## config.mk

```make
export PLATFORM = sky130hd
export DESIGN_NAME = gpio_jtag_top
export DESIGN_NICKNAME = d
export VERILOG_FILES = /design/src/verilog/gpio_jtag_pkg.sv /design/src/verilog/gpio_jtag_top.sv /design/src/verilog/gpio_port.sv /design/src/verilog/jtag_tap_ctrl.sv /design/src/verilog/jtag_pin_sampler.sv
export VERILOG_INCLUDE_DIRS = /design/src /design/src/include
export SDC_FILE = /design/constraint.sdc
export NUM_CORES = 1
export LEC_CHECK = 0
export ABC_AREA = 0
export BUFFER_PORTS_ARGS = -buffer_cell sky130_fd_sc_hd__buf_2
export CAP_MARGIN = 0
export CORE_MARGIN = 8
export CORE_UTILIZATION = 52
export DETAILED_ROUTE_END_ITERATION = 10
export PLACE_DENSITY = 0.75
export SYNTH_ARGS = -nofsm -noshare
export SYNTH_HDL_FRONTEND = slang
export SYNTH_SLANG_ARGS = --single-unit
```

## constraint.sdc

```tcl
create_clock -name clock_i -period 4.7 [get_ports clock_i]
set_clock_uncertainty 0.05 [all_clocks]
set_input_delay 0 -clock clock_i [delete_from_list [all_inputs] [get_ports clock_i]]
set_output_delay 0 -clock clock_i [all_outputs]
set_load 0.005 [all_outputs]
```

## src/include/gpio_jtag_settings.svh

```systemverilog
`ifndef GPIO_JTAG_SETTINGS_SVH
`define GPIO_JTAG_SETTINGS_SVH

// gpio pins in each direction
`define GPIO_WIDTH 20

// instruction register length and opcodes
`define IR_WIDTH       5
`define IR_IDCODE      5'h01
`define IR_GPIO_SAMPLE 5'h02
`define IR_GPIO_WRITE  5'h03
`define IR_BYPASS      5'h1f

// id word: version, part number, manufacturer, fixed one
`define JTAG_IDCODE {4'h0, 16'h4F54, 11'h426, 1'b1}

`endif
```

## src/verilog/gpio_jtag_pkg.sv

```systemverilog
`include "gpio_jtag_settings.svh"

package gpio_jtag_pkg;

  // ieee 1149.1 tap states, classic 4-bit encoding
  typedef enum logic [3:0] {
    TAP_EXIT2_DR   = 4'h0,
    TAP_EXIT1_DR   = 4'h1,
    TAP_SHIFT_DR   = 4'h2,
    TAP_PAUSE_DR   = 4'h3,
    TAP_SELECT_IR  = 4'h4,
    TAP_UPDATE_DR  = 4'h5,
    TAP_CAPTURE_DR = 4'h6,
    TAP_SELECT_DR  = 4'h7,
    TAP_EXIT2_IR   = 4'h8,
    TAP_EXIT1_IR   = 4'h9,
    TAP_SHIFT_IR   = 4'ha,
    TAP_PAUSE_IR   = 4'hb,
    TAP_RUN_IDLE   = 4'hc,
    TAP_UPDATE_IR  = 4'hd,
    TAP_CAPTURE_IR = 4'he,
    TAP_TLR        = 4'hf
  } tap_state_e;

  // raw jtag pins as seen at the top
  typedef struct packed {
    logic tck;
    logic tms;
    logic tdi;
    logic trst_n;
  } jtag_pins_t;

  // pins after sync, tck reduced to edge pulses
  typedef struct packed {
    logic tck_rise;
    logic tck_fall;
    logic tms;
    logic tdi;
    logic trst;
  } jtag_strobe_t;

  // one-cycle write request towards the gpio output register
  typedef struct packed {
    logic                   strobe;
    logic [`GPIO_WIDTH-1:0] data;
  } gpio_write_t;

endpackage

```

## src/verilog/gpio_jtag_top.sv

```systemverilog
`timescale 1ns/1ps
`include "gpio_jtag_settings.svh"

module gpio_jtag_top (
  input  logic                      clock_i,
  input  logic                      reset_i,
  // jtag port, sampled with clock_i
  input  gpio_jtag_pkg::jtag_pins_t jtag_i,
  output logic                      tdo_o,
  // gpio pins
  input  logic [`GPIO_WIDTH-1:0]    gpio_i,
  output logic [`GPIO_WIDTH-1:0]    gpio_o
);

  gpio_jtag_pkg::jtag_strobe_t jtag_strobe;
  gpio_jtag_pkg::gpio_write_t  gpio_write;
  // synchronized inputs for gpio_sample
  logic [`GPIO_WIDTH-1:0]      gpio_in_sync;

  // pins into edge strobes
  jtag_pin_sampler jtag_pin_sampler_i (
    .clock_i  (clock_i),
    .reset_i  (reset_i),
    .pins_i   (jtag_i),
    .strobe_o (jtag_strobe)
  );

  // tap with idcode, bypass and the gpio registers
  jtag_tap_ctrl jtag_tap_ctrl_i (
    .clock_i      (clock_i),
    .reset_i      (reset_i),
    .strobe_i     (jtag_strobe),
    .gpio_in_i    (gpio_in_sync),
    .gpio_out_i   (gpio_o),
    .tdo_o        (tdo_o),
    .gpio_write_o (gpio_write)
  );

  // output register and input sync
  gpio_port gpio_port_i (
    .clock_i      (clock_i),
    .reset_i      (reset_i),
    .gpio_i       (gpio_i),
    .gpio_write_i (gpio_write),
    .gpio_o       (gpio_o),
    .gpio_in_o    (gpio_in_sync)
  );

endmodule

```

## src/verilog/gpio_port.sv

```systemverilog
`timescale 1ns/1ps
`include "gpio_jtag_settings.svh"

module gpio_port (
  input  logic                       clock_i,
  input  logic                       reset_i,
  input  logic [`GPIO_WIDTH-1:0]     gpio_i,
  input  gpio_jtag_pkg::gpio_write_t gpio_write_i,
  output logic [`GPIO_WIDTH-1:0]     gpio_o,
  output logic [`GPIO_WIDTH-1:0]     gpio_in_o
);

  // output register, written from the tap
  logic [`GPIO_WIDTH-1:0] out_q;
  // input synchronizer stages
  logic [`GPIO_WIDTH-1:0] in_sync1_q;
  logic [`GPIO_WIDTH-1:0] in_sync2_q;

  always_ff @(posedge clock_i) begin
    if (reset_i) begin
      out_q <= '0;
    end else if (gpio_write_i.strobe) begin
      out_q <= gpio_write_i.data;
    end
  end

  // external pins are asynchronous to clock_i
  always_ff @(posedge clock_i) begin
    in_sync1_q <= gpio_i;
    in_sync2_q <= in_sync1_q;
  end

  assign gpio_o    = out_q;
  assign gpio_in_o = in_sync2_q;

  // outputs only move on a tap write
  gpio_change_needs_write_a: assert property (
    @(posedge clock_i) disable iff (reset_i)
    $changed(gpio_o) |-> $past(gpio_write_i.strobe)
  );

endmodule

```

## src/verilog/jtag_tap_ctrl.sv

```systemverilog
`timescale 1ns/1ps
`include "gpio_jtag_settings.svh"

module jtag_tap_ctrl (
  input  logic                        clock_i,
  input  logic                        reset_i,
  input  gpio_jtag_pkg::jtag_strobe_t strobe_i,
  input  logic [`GPIO_WIDTH-1:0]      gpio_in_i,
  input  logic [`GPIO_WIDTH-1:0]      gpio_out_i,
  output logic                        tdo_o,
  output gpio_jtag_pkg::gpio_write_t  gpio_write_o
);

  gpio_jtag_pkg::tap_state_e state_q;
  gpio_jtag_pkg::tap_state_e state_next;
  // active instruction and its shift stage
  logic [`IR_WIDTH-1:0]      ir_q;
  logic [`IR_WIDTH-1:0]      ir_shift_q;
  // shared dr shift stage, sized for the widest register
  logic [31:0]               dr_shift_q;
  logic [31:0]               dr_capture;
  logic [31:0]               dr_shifted;
  logic                      tdo_q;
  logic                      shift_active;
  // high in the first cycle spent in update-dr
  logic                      upd_dr_entry_q;
  logic                      write_strobe_q;

  // standard tap transition table, advanced by tms
  function automatic gpio_jtag_pkg::tap_state_e tap_next(
    input gpio_jtag_pkg::tap_state_e state,
    input logic                      tms
  );
    gpio_jtag_pkg::tap_state_e nxt;
    case (state)
      gpio_jtag_pkg::TAP_TLR:
        nxt = tms ? gpio_jtag_pkg::TAP_TLR : gpio_jtag_pkg::TAP_RUN_IDLE;
      gpio_jtag_pkg::TAP_RUN_IDLE:
        nxt = tms ? gpio_jtag_pkg::TAP_SELECT_DR : gpio_jtag_pkg::TAP_RUN_IDLE;
      gpio_jtag_pkg::TAP_SELECT_DR:
        nxt = tms ? gpio_jtag_pkg::TAP_SELECT_IR : gpio_jtag_pkg::TAP_CAPTURE_DR;
      gpio_jtag_pkg::TAP_CAPTURE_DR:
        nxt = tms ? gpio_jtag_pkg::TAP_EXIT1_DR : gpio_jtag_pkg::TAP_SHIFT_DR;
      gpio_jtag_pkg::TAP_SHIFT_DR:
        nxt = tms ? gpio_jtag_pkg::TAP_EXIT1_DR : gpio_jtag_pkg::TAP_SHIFT_DR;
      gpio_jtag_pkg::TAP_EXIT1_DR:
        nxt = tms ? gpio_jtag_pkg::TAP_UPDATE_DR : gpio_jtag_pkg::TAP_PAUSE_DR;
      gpio_jtag_pkg::TAP_PAUSE_DR:
        nxt = tms ? gpio_jtag_pkg::TAP_EXIT2_DR : gpio_jtag_pkg::TAP_PAUSE_DR;
      gpio_jtag_pkg::TAP_EXIT2_DR:
        nxt = tms ? gpio_jtag_pkg::TAP_UPDATE_DR : gpio_jtag_pkg::TAP_SHIFT_DR;
      gpio_jtag_pkg::TAP_UPDATE_DR:
        nxt = tms ? gpio_jtag_pkg::TAP_SELECT_DR : gpio_jtag_pkg::TAP_RUN_IDLE;
      gpio_jtag_pkg::TAP_SELECT_IR:
        nxt = tms ? gpio_jtag_pkg::TAP_TLR : gpio_jtag_pkg::TAP_CAPTURE_IR;
      gpio_jtag_pkg::TAP_CAPTURE_IR:
        nxt = tms ? gpio_jtag_pkg::TAP_EXIT1_IR : gpio_jtag_pkg::TAP_SHIFT_IR;
      gpio_jtag_pkg::TAP_SHIFT_IR:
        nxt = tms ? gpio_jtag_pkg::TAP_EXIT1_IR : gpio_jtag_pkg::TAP_SHIFT_IR;
      gpio_jtag_pkg::TAP_EXIT1_IR:
        nxt = tms ? gpio_jtag_pkg::TAP_UPDATE_IR : gpio_jtag_pkg::TAP_PAUSE_IR;
      gpio_jtag_pkg::TAP_PAUSE_IR:
        nxt = tms ? gpio_jtag_pkg::TAP_EXIT2_IR : gpio_jtag_pkg::TAP_PAUSE_IR;
      gpio_jtag_pkg::TAP_EXIT2_IR:
        nxt = tms ? gpio_jtag_pkg::TAP_UPDATE_IR : gpio_jtag_pkg::TAP_SHIFT_IR;
      gpio_jtag_pkg::TAP_UPDATE_IR:
        nxt = tms ? gpio_jtag_pkg::TAP_SELECT_DR : gpio_jtag_pkg::TAP_RUN_IDLE;
      default:
        nxt = gpio_jtag_pkg::TAP_TLR;
    endcase
    return nxt;
  endfunction

  assign state_next = tap_next(state_q, strobe_i.tms);

  // capture value and shift path per selected data register
  // unknown opcodes fall back to the 1-bit bypass register
  always_comb begin
    case (ir_q)
      `IR_IDCODE: begin
        dr_capture = `JTAG_IDCODE;
        dr_shifted = {strobe_i.tdi, dr_shift_q[31:1]};
      end
      `IR_GPIO_SAMPLE, `IR_GPIO_WRITE: begin
        dr_capture = (ir_q == `IR_GPIO_SAMPLE) ? 32'(gpio_in_i) : 32'(gpio_out_i);
        dr_shifted = {{(32 - `GPIO_WIDTH){1'b0}}, strobe_i.tdi,
                      dr_shift_q[`GPIO_WIDTH-1:1]};
      end
      default: begin
        dr_capture = '0;
        dr_shifted = {31'b0, strobe_i.tdi};
      end
    endcase
  end

  // state and instruction; trst acts like reset
  always_ff @(posedge clock_i) begin
    if (reset_i || strobe_i.trst) begin
      state_q <= gpio_jtag_pkg::TAP_TLR;
      ir_q    <= `IR_IDCODE;
    end else if (strobe_i.tck_rise) begin
      state_q <= state_next;
      if (state_next == gpio_jtag_pkg::TAP_TLR) begin
        ir_q <= `IR_IDCODE;
      end else if (state_next == gpio_jtag_pkg::TAP_UPDATE_IR) begin
        ir_q <= ir_shift_q;
      end
    end
  end

  // capture and shift act on the state held at the rise
  always_ff @(posedge clock_i) begin
    if (strobe_i.tck_rise) begin
      case (state_q)
        gpio_jtag_pkg::TAP_CAPTURE_IR:
          ir_shift_q <= {{(`IR_WIDTH - 1){1'b0}}, 1'b1};
        gpio_jtag_pkg::TAP_SHIFT_IR:
          ir_shift_q <= {strobe_i.tdi, ir_shift_q[`IR_WIDTH-1:1]};
        gpio_jtag_pkg::TAP_CAPTURE_DR:
          dr_shift_q <= dr_capture;
        gpio_jtag_pkg::TAP_SHIFT_DR:
          dr_shift_q <= dr_shifted;
        default: ;
      endcase
    end
  end

  assign shift_active = (state_q == gpio_jtag_pkg::TAP_SHIFT_IR) ||
                        (state_q == gpio_jtag_pkg::TAP_SHIFT_DR);

  always_ff @(posedge clock_i) begin
    if (reset_i) begin
      tdo_q          <= 1'b0;
      upd_dr_entry_q <= 1'b0;
      write_strobe_q <= 1'b0;
    end else begin
      upd_dr_entry_q <= strobe_i.tck_rise && !strobe_i.trst &&
                        (state_next == gpio_jtag_pkg::TAP_UPDATE_DR);
      // write request one cycle after update-dr is entered
      write_strobe_q <= upd_dr_entry_q && (ir_q == `IR_GPIO_WRITE);
      // tdo moves on the falling edge, lsb of the active stage
      if (strobe_i.tck_fall) begin
        if (!shift_active) begin
          tdo_q <= 1'b0;
        end else if (state_q == gpio_jtag_pkg::TAP_SHIFT_IR) begin
          tdo_q <= ir_shift_q[0];
        end else begin
          tdo_q <= dr_shift_q[0];
        end
      end
    end
  end

  // driven only while shifting
  assign tdo_o = tdo_q & shift_active;

  // dr stage is frozen in update-dr, so it carries the write data
  assign gpio_write_o.strobe = write_strobe_q;
  assign gpio_write_o.data   = dr_shift_q[`GPIO_WIDTH-1:0];

  // strobe follows exactly one cycle of a fresh update-dr
  write_after_update_dr_a: assert property (
    @(posedge clock_i) disable iff (reset_i)
    gpio_write_o.strobe |->
      ($past(state_q) == gpio_jtag_pkg::TAP_UPDATE_DR) &&
      ($past(state_q, 2) != gpio_jtag_pkg::TAP_UPDATE_DR)
  );

endmodule

```

## src/verilog/jtag_pin_sampler.sv

```systemverilog
`timescale 1ns/1ps

module jtag_pin_sampler (
  input  logic                        clock_i,
  input  logic                        reset_i,
  input  gpio_jtag_pkg::jtag_pins_t   pins_i,
  output gpio_jtag_pkg::jtag_strobe_t strobe_o
);

  // two-stage synchronizer for all four pins
  gpio_jtag_pkg::jtag_pins_t sync1_q;
  gpio_jtag_pkg::jtag_pins_t sync2_q;
  // previous synchronized tck, for edge detect
  logic                      tck_q3;

  always_ff @(posedge clock_i) begin
    if (reset_i) begin
      // trst_n idles high, so no tap reset out of reset
      sync1_q  <= '{tck: 1'b0, tms: 1'b0, tdi: 1'b0, trst_n: 1'b1};
      sync2_q  <= '{tck: 1'b0, tms: 1'b0, tdi: 1'b0, trst_n: 1'b1};
      tck_q3   <= 1'b0;
      strobe_o <= '0;
    end else begin
      sync1_q <= pins_i;
      sync2_q <= sync1_q;
      tck_q3  <= sync2_q.tck;
      // edge pulses land three cycles after the pin edge
      strobe_o.tck_rise <= sync2_q.tck & ~tck_q3;
      strobe_o.tck_fall <= ~sync2_q.tck & tck_q3;
      // levels go through the same three flops
      strobe_o.tms  <= sync2_q.tms;
      strobe_o.tdi  <= sync2_q.tdi;
      // active-high trst for the tap
      strobe_o.trst <= ~sync2_q.trst_n;
    end
  end

  // a rising tck pin reaches the tap three cycles later
  tck_rise_latency_a: assert property (
    @(posedge clock_i) disable iff (reset_i)
    $rose(pins_i.tck) |-> ##3 strobe_o.tck_rise
  );

  // same for the falling edge
  tck_fall_latency_a: assert property (
    @(posedge clock_i) disable iff (reset_i)
    $fell(pins_i.tck) |-> ##3 strobe_o.tck_fall
  );

endmodule

```

* Yosys cells after proc, flatten, opt, wreduce, memory -nomap -nowiden
Index checks and enable logic that the tools add are counted.
Storage, ports and cells: input port bits 26, bits in registers 123
Operators by class: multiplexer cells 22, reductions and logical operators 17, equal/unequal tests 21, bitwise operators 6
Operators with widths (count):
- one-hot mux 32 bit (2 select lines) | 3
- one-hot mux 4 bit (12 select lines) | 1
- equality test 4 bit (second input constant) | 10
- equality test 4 x 3 -> 1 bit (second input constant) | 5
- two-way mux 20 bit | 1
- two-way mux 2 bit | 6
- two-way mux 3 bit | 4
- equality test 5 x 2 -> 1 bit (second input constant) | 2
- two-way mux 5 bit | 2
- one-hot mux 5 bit (2 select lines) | 1
- equality test 4 x 2 -> 1 bit (second input constant) | 2
- AND reduction 2 bit | 3
- nonzero test 2 bit | 3
- OR reduction 2 bit | 3
- equality test 5 x 1 -> 1 bit (second input constant) | 1
- equality test 4 x 1 -> 1 bit (second input constant) | 1
- zero test 4 bit | 1
- two-way mux 4 bit | 1
- bitwise AND 1 bit | 3
- logical AND 1 bit | 3
- two-way mux 1 bit | 3
- inverter 1 bit | 3
- OR reduction 3 bit | 1
- logical OR 1 bit | 2
- zero test 1 bit | 1

* Depth between registers and ports, before layout
depth after elaboration 6, gate-level depth with buffers 6, depth with buffers taken out 3

* Hierarchy
A second synthesis with hierarchy kept.
Second synthesis, totals: cells, all modules 359, area, all modules 4399.2 um^2
Modules (own cells, without submodules):
- jtag_tap_ctrl | area an instance 2511.2 um^2, instances 1, cells an instance 226, seq. area each 1351.3 um^2
- gpio_port | area an instance 1506.4 um^2, instances 1, cells an instance 104, seq. area each 1201.2 um^2
- jtag_pin_sampler | area an instance 381.6 um^2, instances 1, cells an instance 29, seq. area each 280.3 um^2

* Worst setup path before layout
No wires, ideal clock.
kind reg2reg, start reg jtag_pin_sampler_i.strobe_o[4] in the netlist's numbering, end reg jtag_tap_ctrl_i.dr_shift_q[0] (enable), setup slack 0.069 ns, path buffers 1, arrival 4.068 ns, clock period less this slack 4.631 ns, stages on the path, launching flop included 4, setup time 0.513 ns, cell sequence dfxtp_1 > clkbuf_1 > inv_1 > nor4b_1
On the way: cells in the longest elaborated chain, start to end 1
Ends and longest elaborated chain:
- start: declaration | line jtag_pin_sampler.sv:7 | output gpio_jtag_pkg::jtag_strobe_t strobe_o
- AND reduction 2 bit (no line)
- end signal: assignment | line jtag_tap_ctrl.sv:120 | dr_shift_q <= dr_capture;
- end signal: assignment | line jtag_tap_ctrl.sv:122 | dr_shift_q <= dr_shifted;
- end: declaration | line jtag_tap_ctrl.sv:20 | logic [31:0] dr_shift_q;
No other way between the ends. A chain may end at the register's enable or synchronous reset.

* Final worst setup path
start reg jtag_tap_ctrl_i.state_q[1], end reg jtag_tap_ctrl_i.dr_shift_q[10] (data pin)
On the way: cells in the longest elaborated chain, start to end 2
Ends and longest elaborated chain:
- start: declaration | line jtag_tap_ctrl.sv:14 | gpio_jtag_pkg::tap_state_e state_q;
- start signal: assignment | line jtag_tap_ctrl.sv:99 | state_q <= gpio_jtag_pkg::TAP_TLR;
- start signal: assignment | line jtag_tap_ctrl.sv:102 | state_q <= state_next;
- equality test 4 x 2 -> 1 bit / equality test 4 x 3 -> 1 bit (equally long branches) | line jtag_tap_ctrl.sv:114 | case (state_q)
- one-hot mux 32 bit (2 select lines) * | line jtag_tap_ctrl.sv:114
Mark *: on every way between the ends. The rest lies on a longest branch, timed or not.

==> out/results.ini <==
[clock_tree]
clock_latency_ns = 0.51
cts_inserted_buffers = 17
cts_tree = done
ctsLongestPathBuffers = 2
clockRootBuffer = clkbuf_8
h-tree-depth = 4
clkTransAtPathRegs_ns = 0.06
clkSinkCount = 123

[synthesis]
yosys_warnings = 0
async_flop_share_pct = 0
synthFlopType = dfxtp_1
ys_ff_latch = 123
synth_edf_count = 37
netlist_area_um2 = 4400
syn_nets = 369
syn_avg_cell_area_um2 = 12.8
synth_seq_area_share_pct = 64.4
ys_types = 48
synthCells = 343

[layout]
layout_common_cells = dfxtp_1, buf_2, mux2i_1, edfxtp_1, dlygate4sd3_1
drive_gt1_share_pct = 23.2
fill_cells = 564
syn2layout_area_growth_pct = 25.9
ff_latch_area_um2 = 2830
final_cells = 532
multiInputGateArea_um2 = 1430
antenna_cells = 0
utilization_pct = 67.4
final_common_cell = dfxtp_1
final_cell_area_um2 = 5540
layout.nets = 440

[pwr]
leakage_nw = 2.20
ir_drop_mv = 0.299
power.density_nw_per_um2 = 443

[route]
drt-initial-drc-count = 197
num_vias = 2884
wl_per_cell_um = 17.3
drt-vias-per-instance = 5.42
wirelength_um = 9210
firstDrtPassIters = 5
antenna_left = 0
drc = 0

[setup_path]
path_cells = or4b_4 -> nand3_1 -> o2bb2ai_1
max_stage_delay_ns = 0.71
critPathArrivalTime_ns = 2.47
critPathSlowestCell = or4b_4
crit_buf_inv = 0
cp-start-kind = flop
path_class = flop to flop
cp_max_fo = 24
cp.required_ns = 4.88
cp_top_family = simple AND/OR/NAND/NOR gates
cp-end-kind = flop

[sta]
timing.fmax_mhz = 437
max_slew_margin_pct = 42.7
drv_slew = 0
tns_ns = 0
fin_crit_sh_pct = 48.7
holdWs_ns = 0.0673
min_period_ns = 2.29
setup_viol = 0
hold_viol = 0
rsz0062_at_grt = false
worst_slew_pin_slew_ns = 0.856

[global_route]
overflow = 0
grt_pass1_wl_um = 14800
grt_max_degree = 38
first_global_vias = 3019
grtUsageTotal_pct = 16.6
antenna_found_initial = 0

[die]
die_x_um = 108
die_y_um = 108
pin_count = 47
core_um2 = 8220
rows = 33
dieArea_um2 = 11700
start_util_pct = 53.6

[run]
max_cap_viol_count = 0

[placed_design]
dpl.hpwl_um = 5350
dpl_cell_area_um2 = 4650
place.gp.congestion = 0.716
port_buffers = 46
place_inst = 472

[hold_path]
min_path_type = primary input to flop

[outcome]
status = complete, no violations

==> synthesized netlist by cell type, types with 3 or more instances <==
library cell  count  area share [%]
nor2b_1          11             1.6
buf_6             4             1.0
and2_1            9             1.3
nor2_1           25             2.1
o2bb2ai_1        12             2.4
o22a_1            7             1.4
a2bb2oi_1         4            0.80
or2_2             3            0.43
or3_1             3            0.43
buf_2             8            0.91
nand2b_1          3            0.43
mux2i_1          40             9.1
nand4_1           6            0.85
clkbuf_1         11            0.94
nor3_1            3            0.34
nand3_1           6            0.68
o21a_1            6             1.0
and3_1            4            0.57
a21oi_2           7             1.4
dfxtp_1          86              39
nand2_1           5            0.43
o21ai_0           5            0.57
a21oi_1           8            0.91
edfxtp_1         37              25
==> kinds of logic after synthesis <==
family	after synthesis	synth area share [%]
buffers and inverters	27	3.30
multiplexers	42	9.61
flip-flops	123	64.4
AO/OA/AOI/OAI	61	10.9
AND/OR/NAND/NOR	90	11.8
==> final cells by class <==
class / count / area share (%)
clock buffers: 22 / 9.15
clock inverters: 10 / 1.81
inverters: 2 / 0.136
multi-input cells: 193 / 25.8
flip-flops and latches: 123 / 51.1
well taps: 105 / 2.37
repair buffers: 77 / 9.62
==> per-stage QoR <==
stage / setup slack, ns / power (mW)
after floorplan: 0.0691 / 1.15
after global placement: 2.63 / 1.17
after detailed placement: 2.55 / 1.17
after CTS: 2.44 / 2.46
after global routing: 2.32 / 2.52
final: 2.41 / 2.45
==> worst paths after layout <==
path / slack, ns / endpoint / from / depth (start not counted)
worst max-delay path: 2.41 / jtag_tap_ctrl_i.dr_shift_q[10] / jtag_tap_ctrl_i.state_q[1] / 3
worst min-delay path: 0.07 / gpio_port_i.in_sync1_q[12] / gpio_i[12] / 2
worst min register to register: 0.27 / gpio_port_i.gpio_in_o[3] / gpio_port_i.in_sync1_q[3] / 0
worst max register to register: 2.41 / jtag_tap_ctrl_i.dr_shift_q[10] / jtag_tap_ctrl_i.state_q[1] / 3
==> flip-flops by register name, summed over array words and instances (netlist names), 5 cells and up <==
| name | count |
|---|---|
| jtag_tap_ctrl_i.dr_shift_q | 32 |
| gpio_port_i.gpio_in_o | 20 |
| gpio_port_i.gpio_o | 20 |
| gpio_port_i.in_sync1_q | 20 |
| jtag_pin_sampler_i.strobe_o | 5 |
| jtag_tap_ctrl_i.ir_q | 5 |
| jtag_tap_ctrl_i.ir_shift_q | 5 |
==> routing by layer <==
layer / vias to the layer above / part of all wire [%] / GRT usage [%]
li1: 1390 / - / -
met1: 1388 / 42 / 18.5
met2: 92 / 51 / 28.2
met3: 14 / 5.4 / 5.77
met4: 0 / 1.5 / 6.94
met5: - / 0 / 0
==> power by group <==
group / switching [mW] / internal, mW / leakage (nW)
Clock: 0.473 / 0.815 / 0.294
Combinational: 0.0160 / 0.0286 / 0.874
Sequential: 0.0110 / 1.11 / 1.03
==> what timing repair did <==
action | CTS | global route
endpoints found under the hold margin | 43 | 0
gates resized for setup | 0 | 0
setup endpoints to repair | 0 | 0
setup buffers | 0 | 0
hold buffers | 28 | 0
No activity file was read; power rests on OpenSTA's default activity.
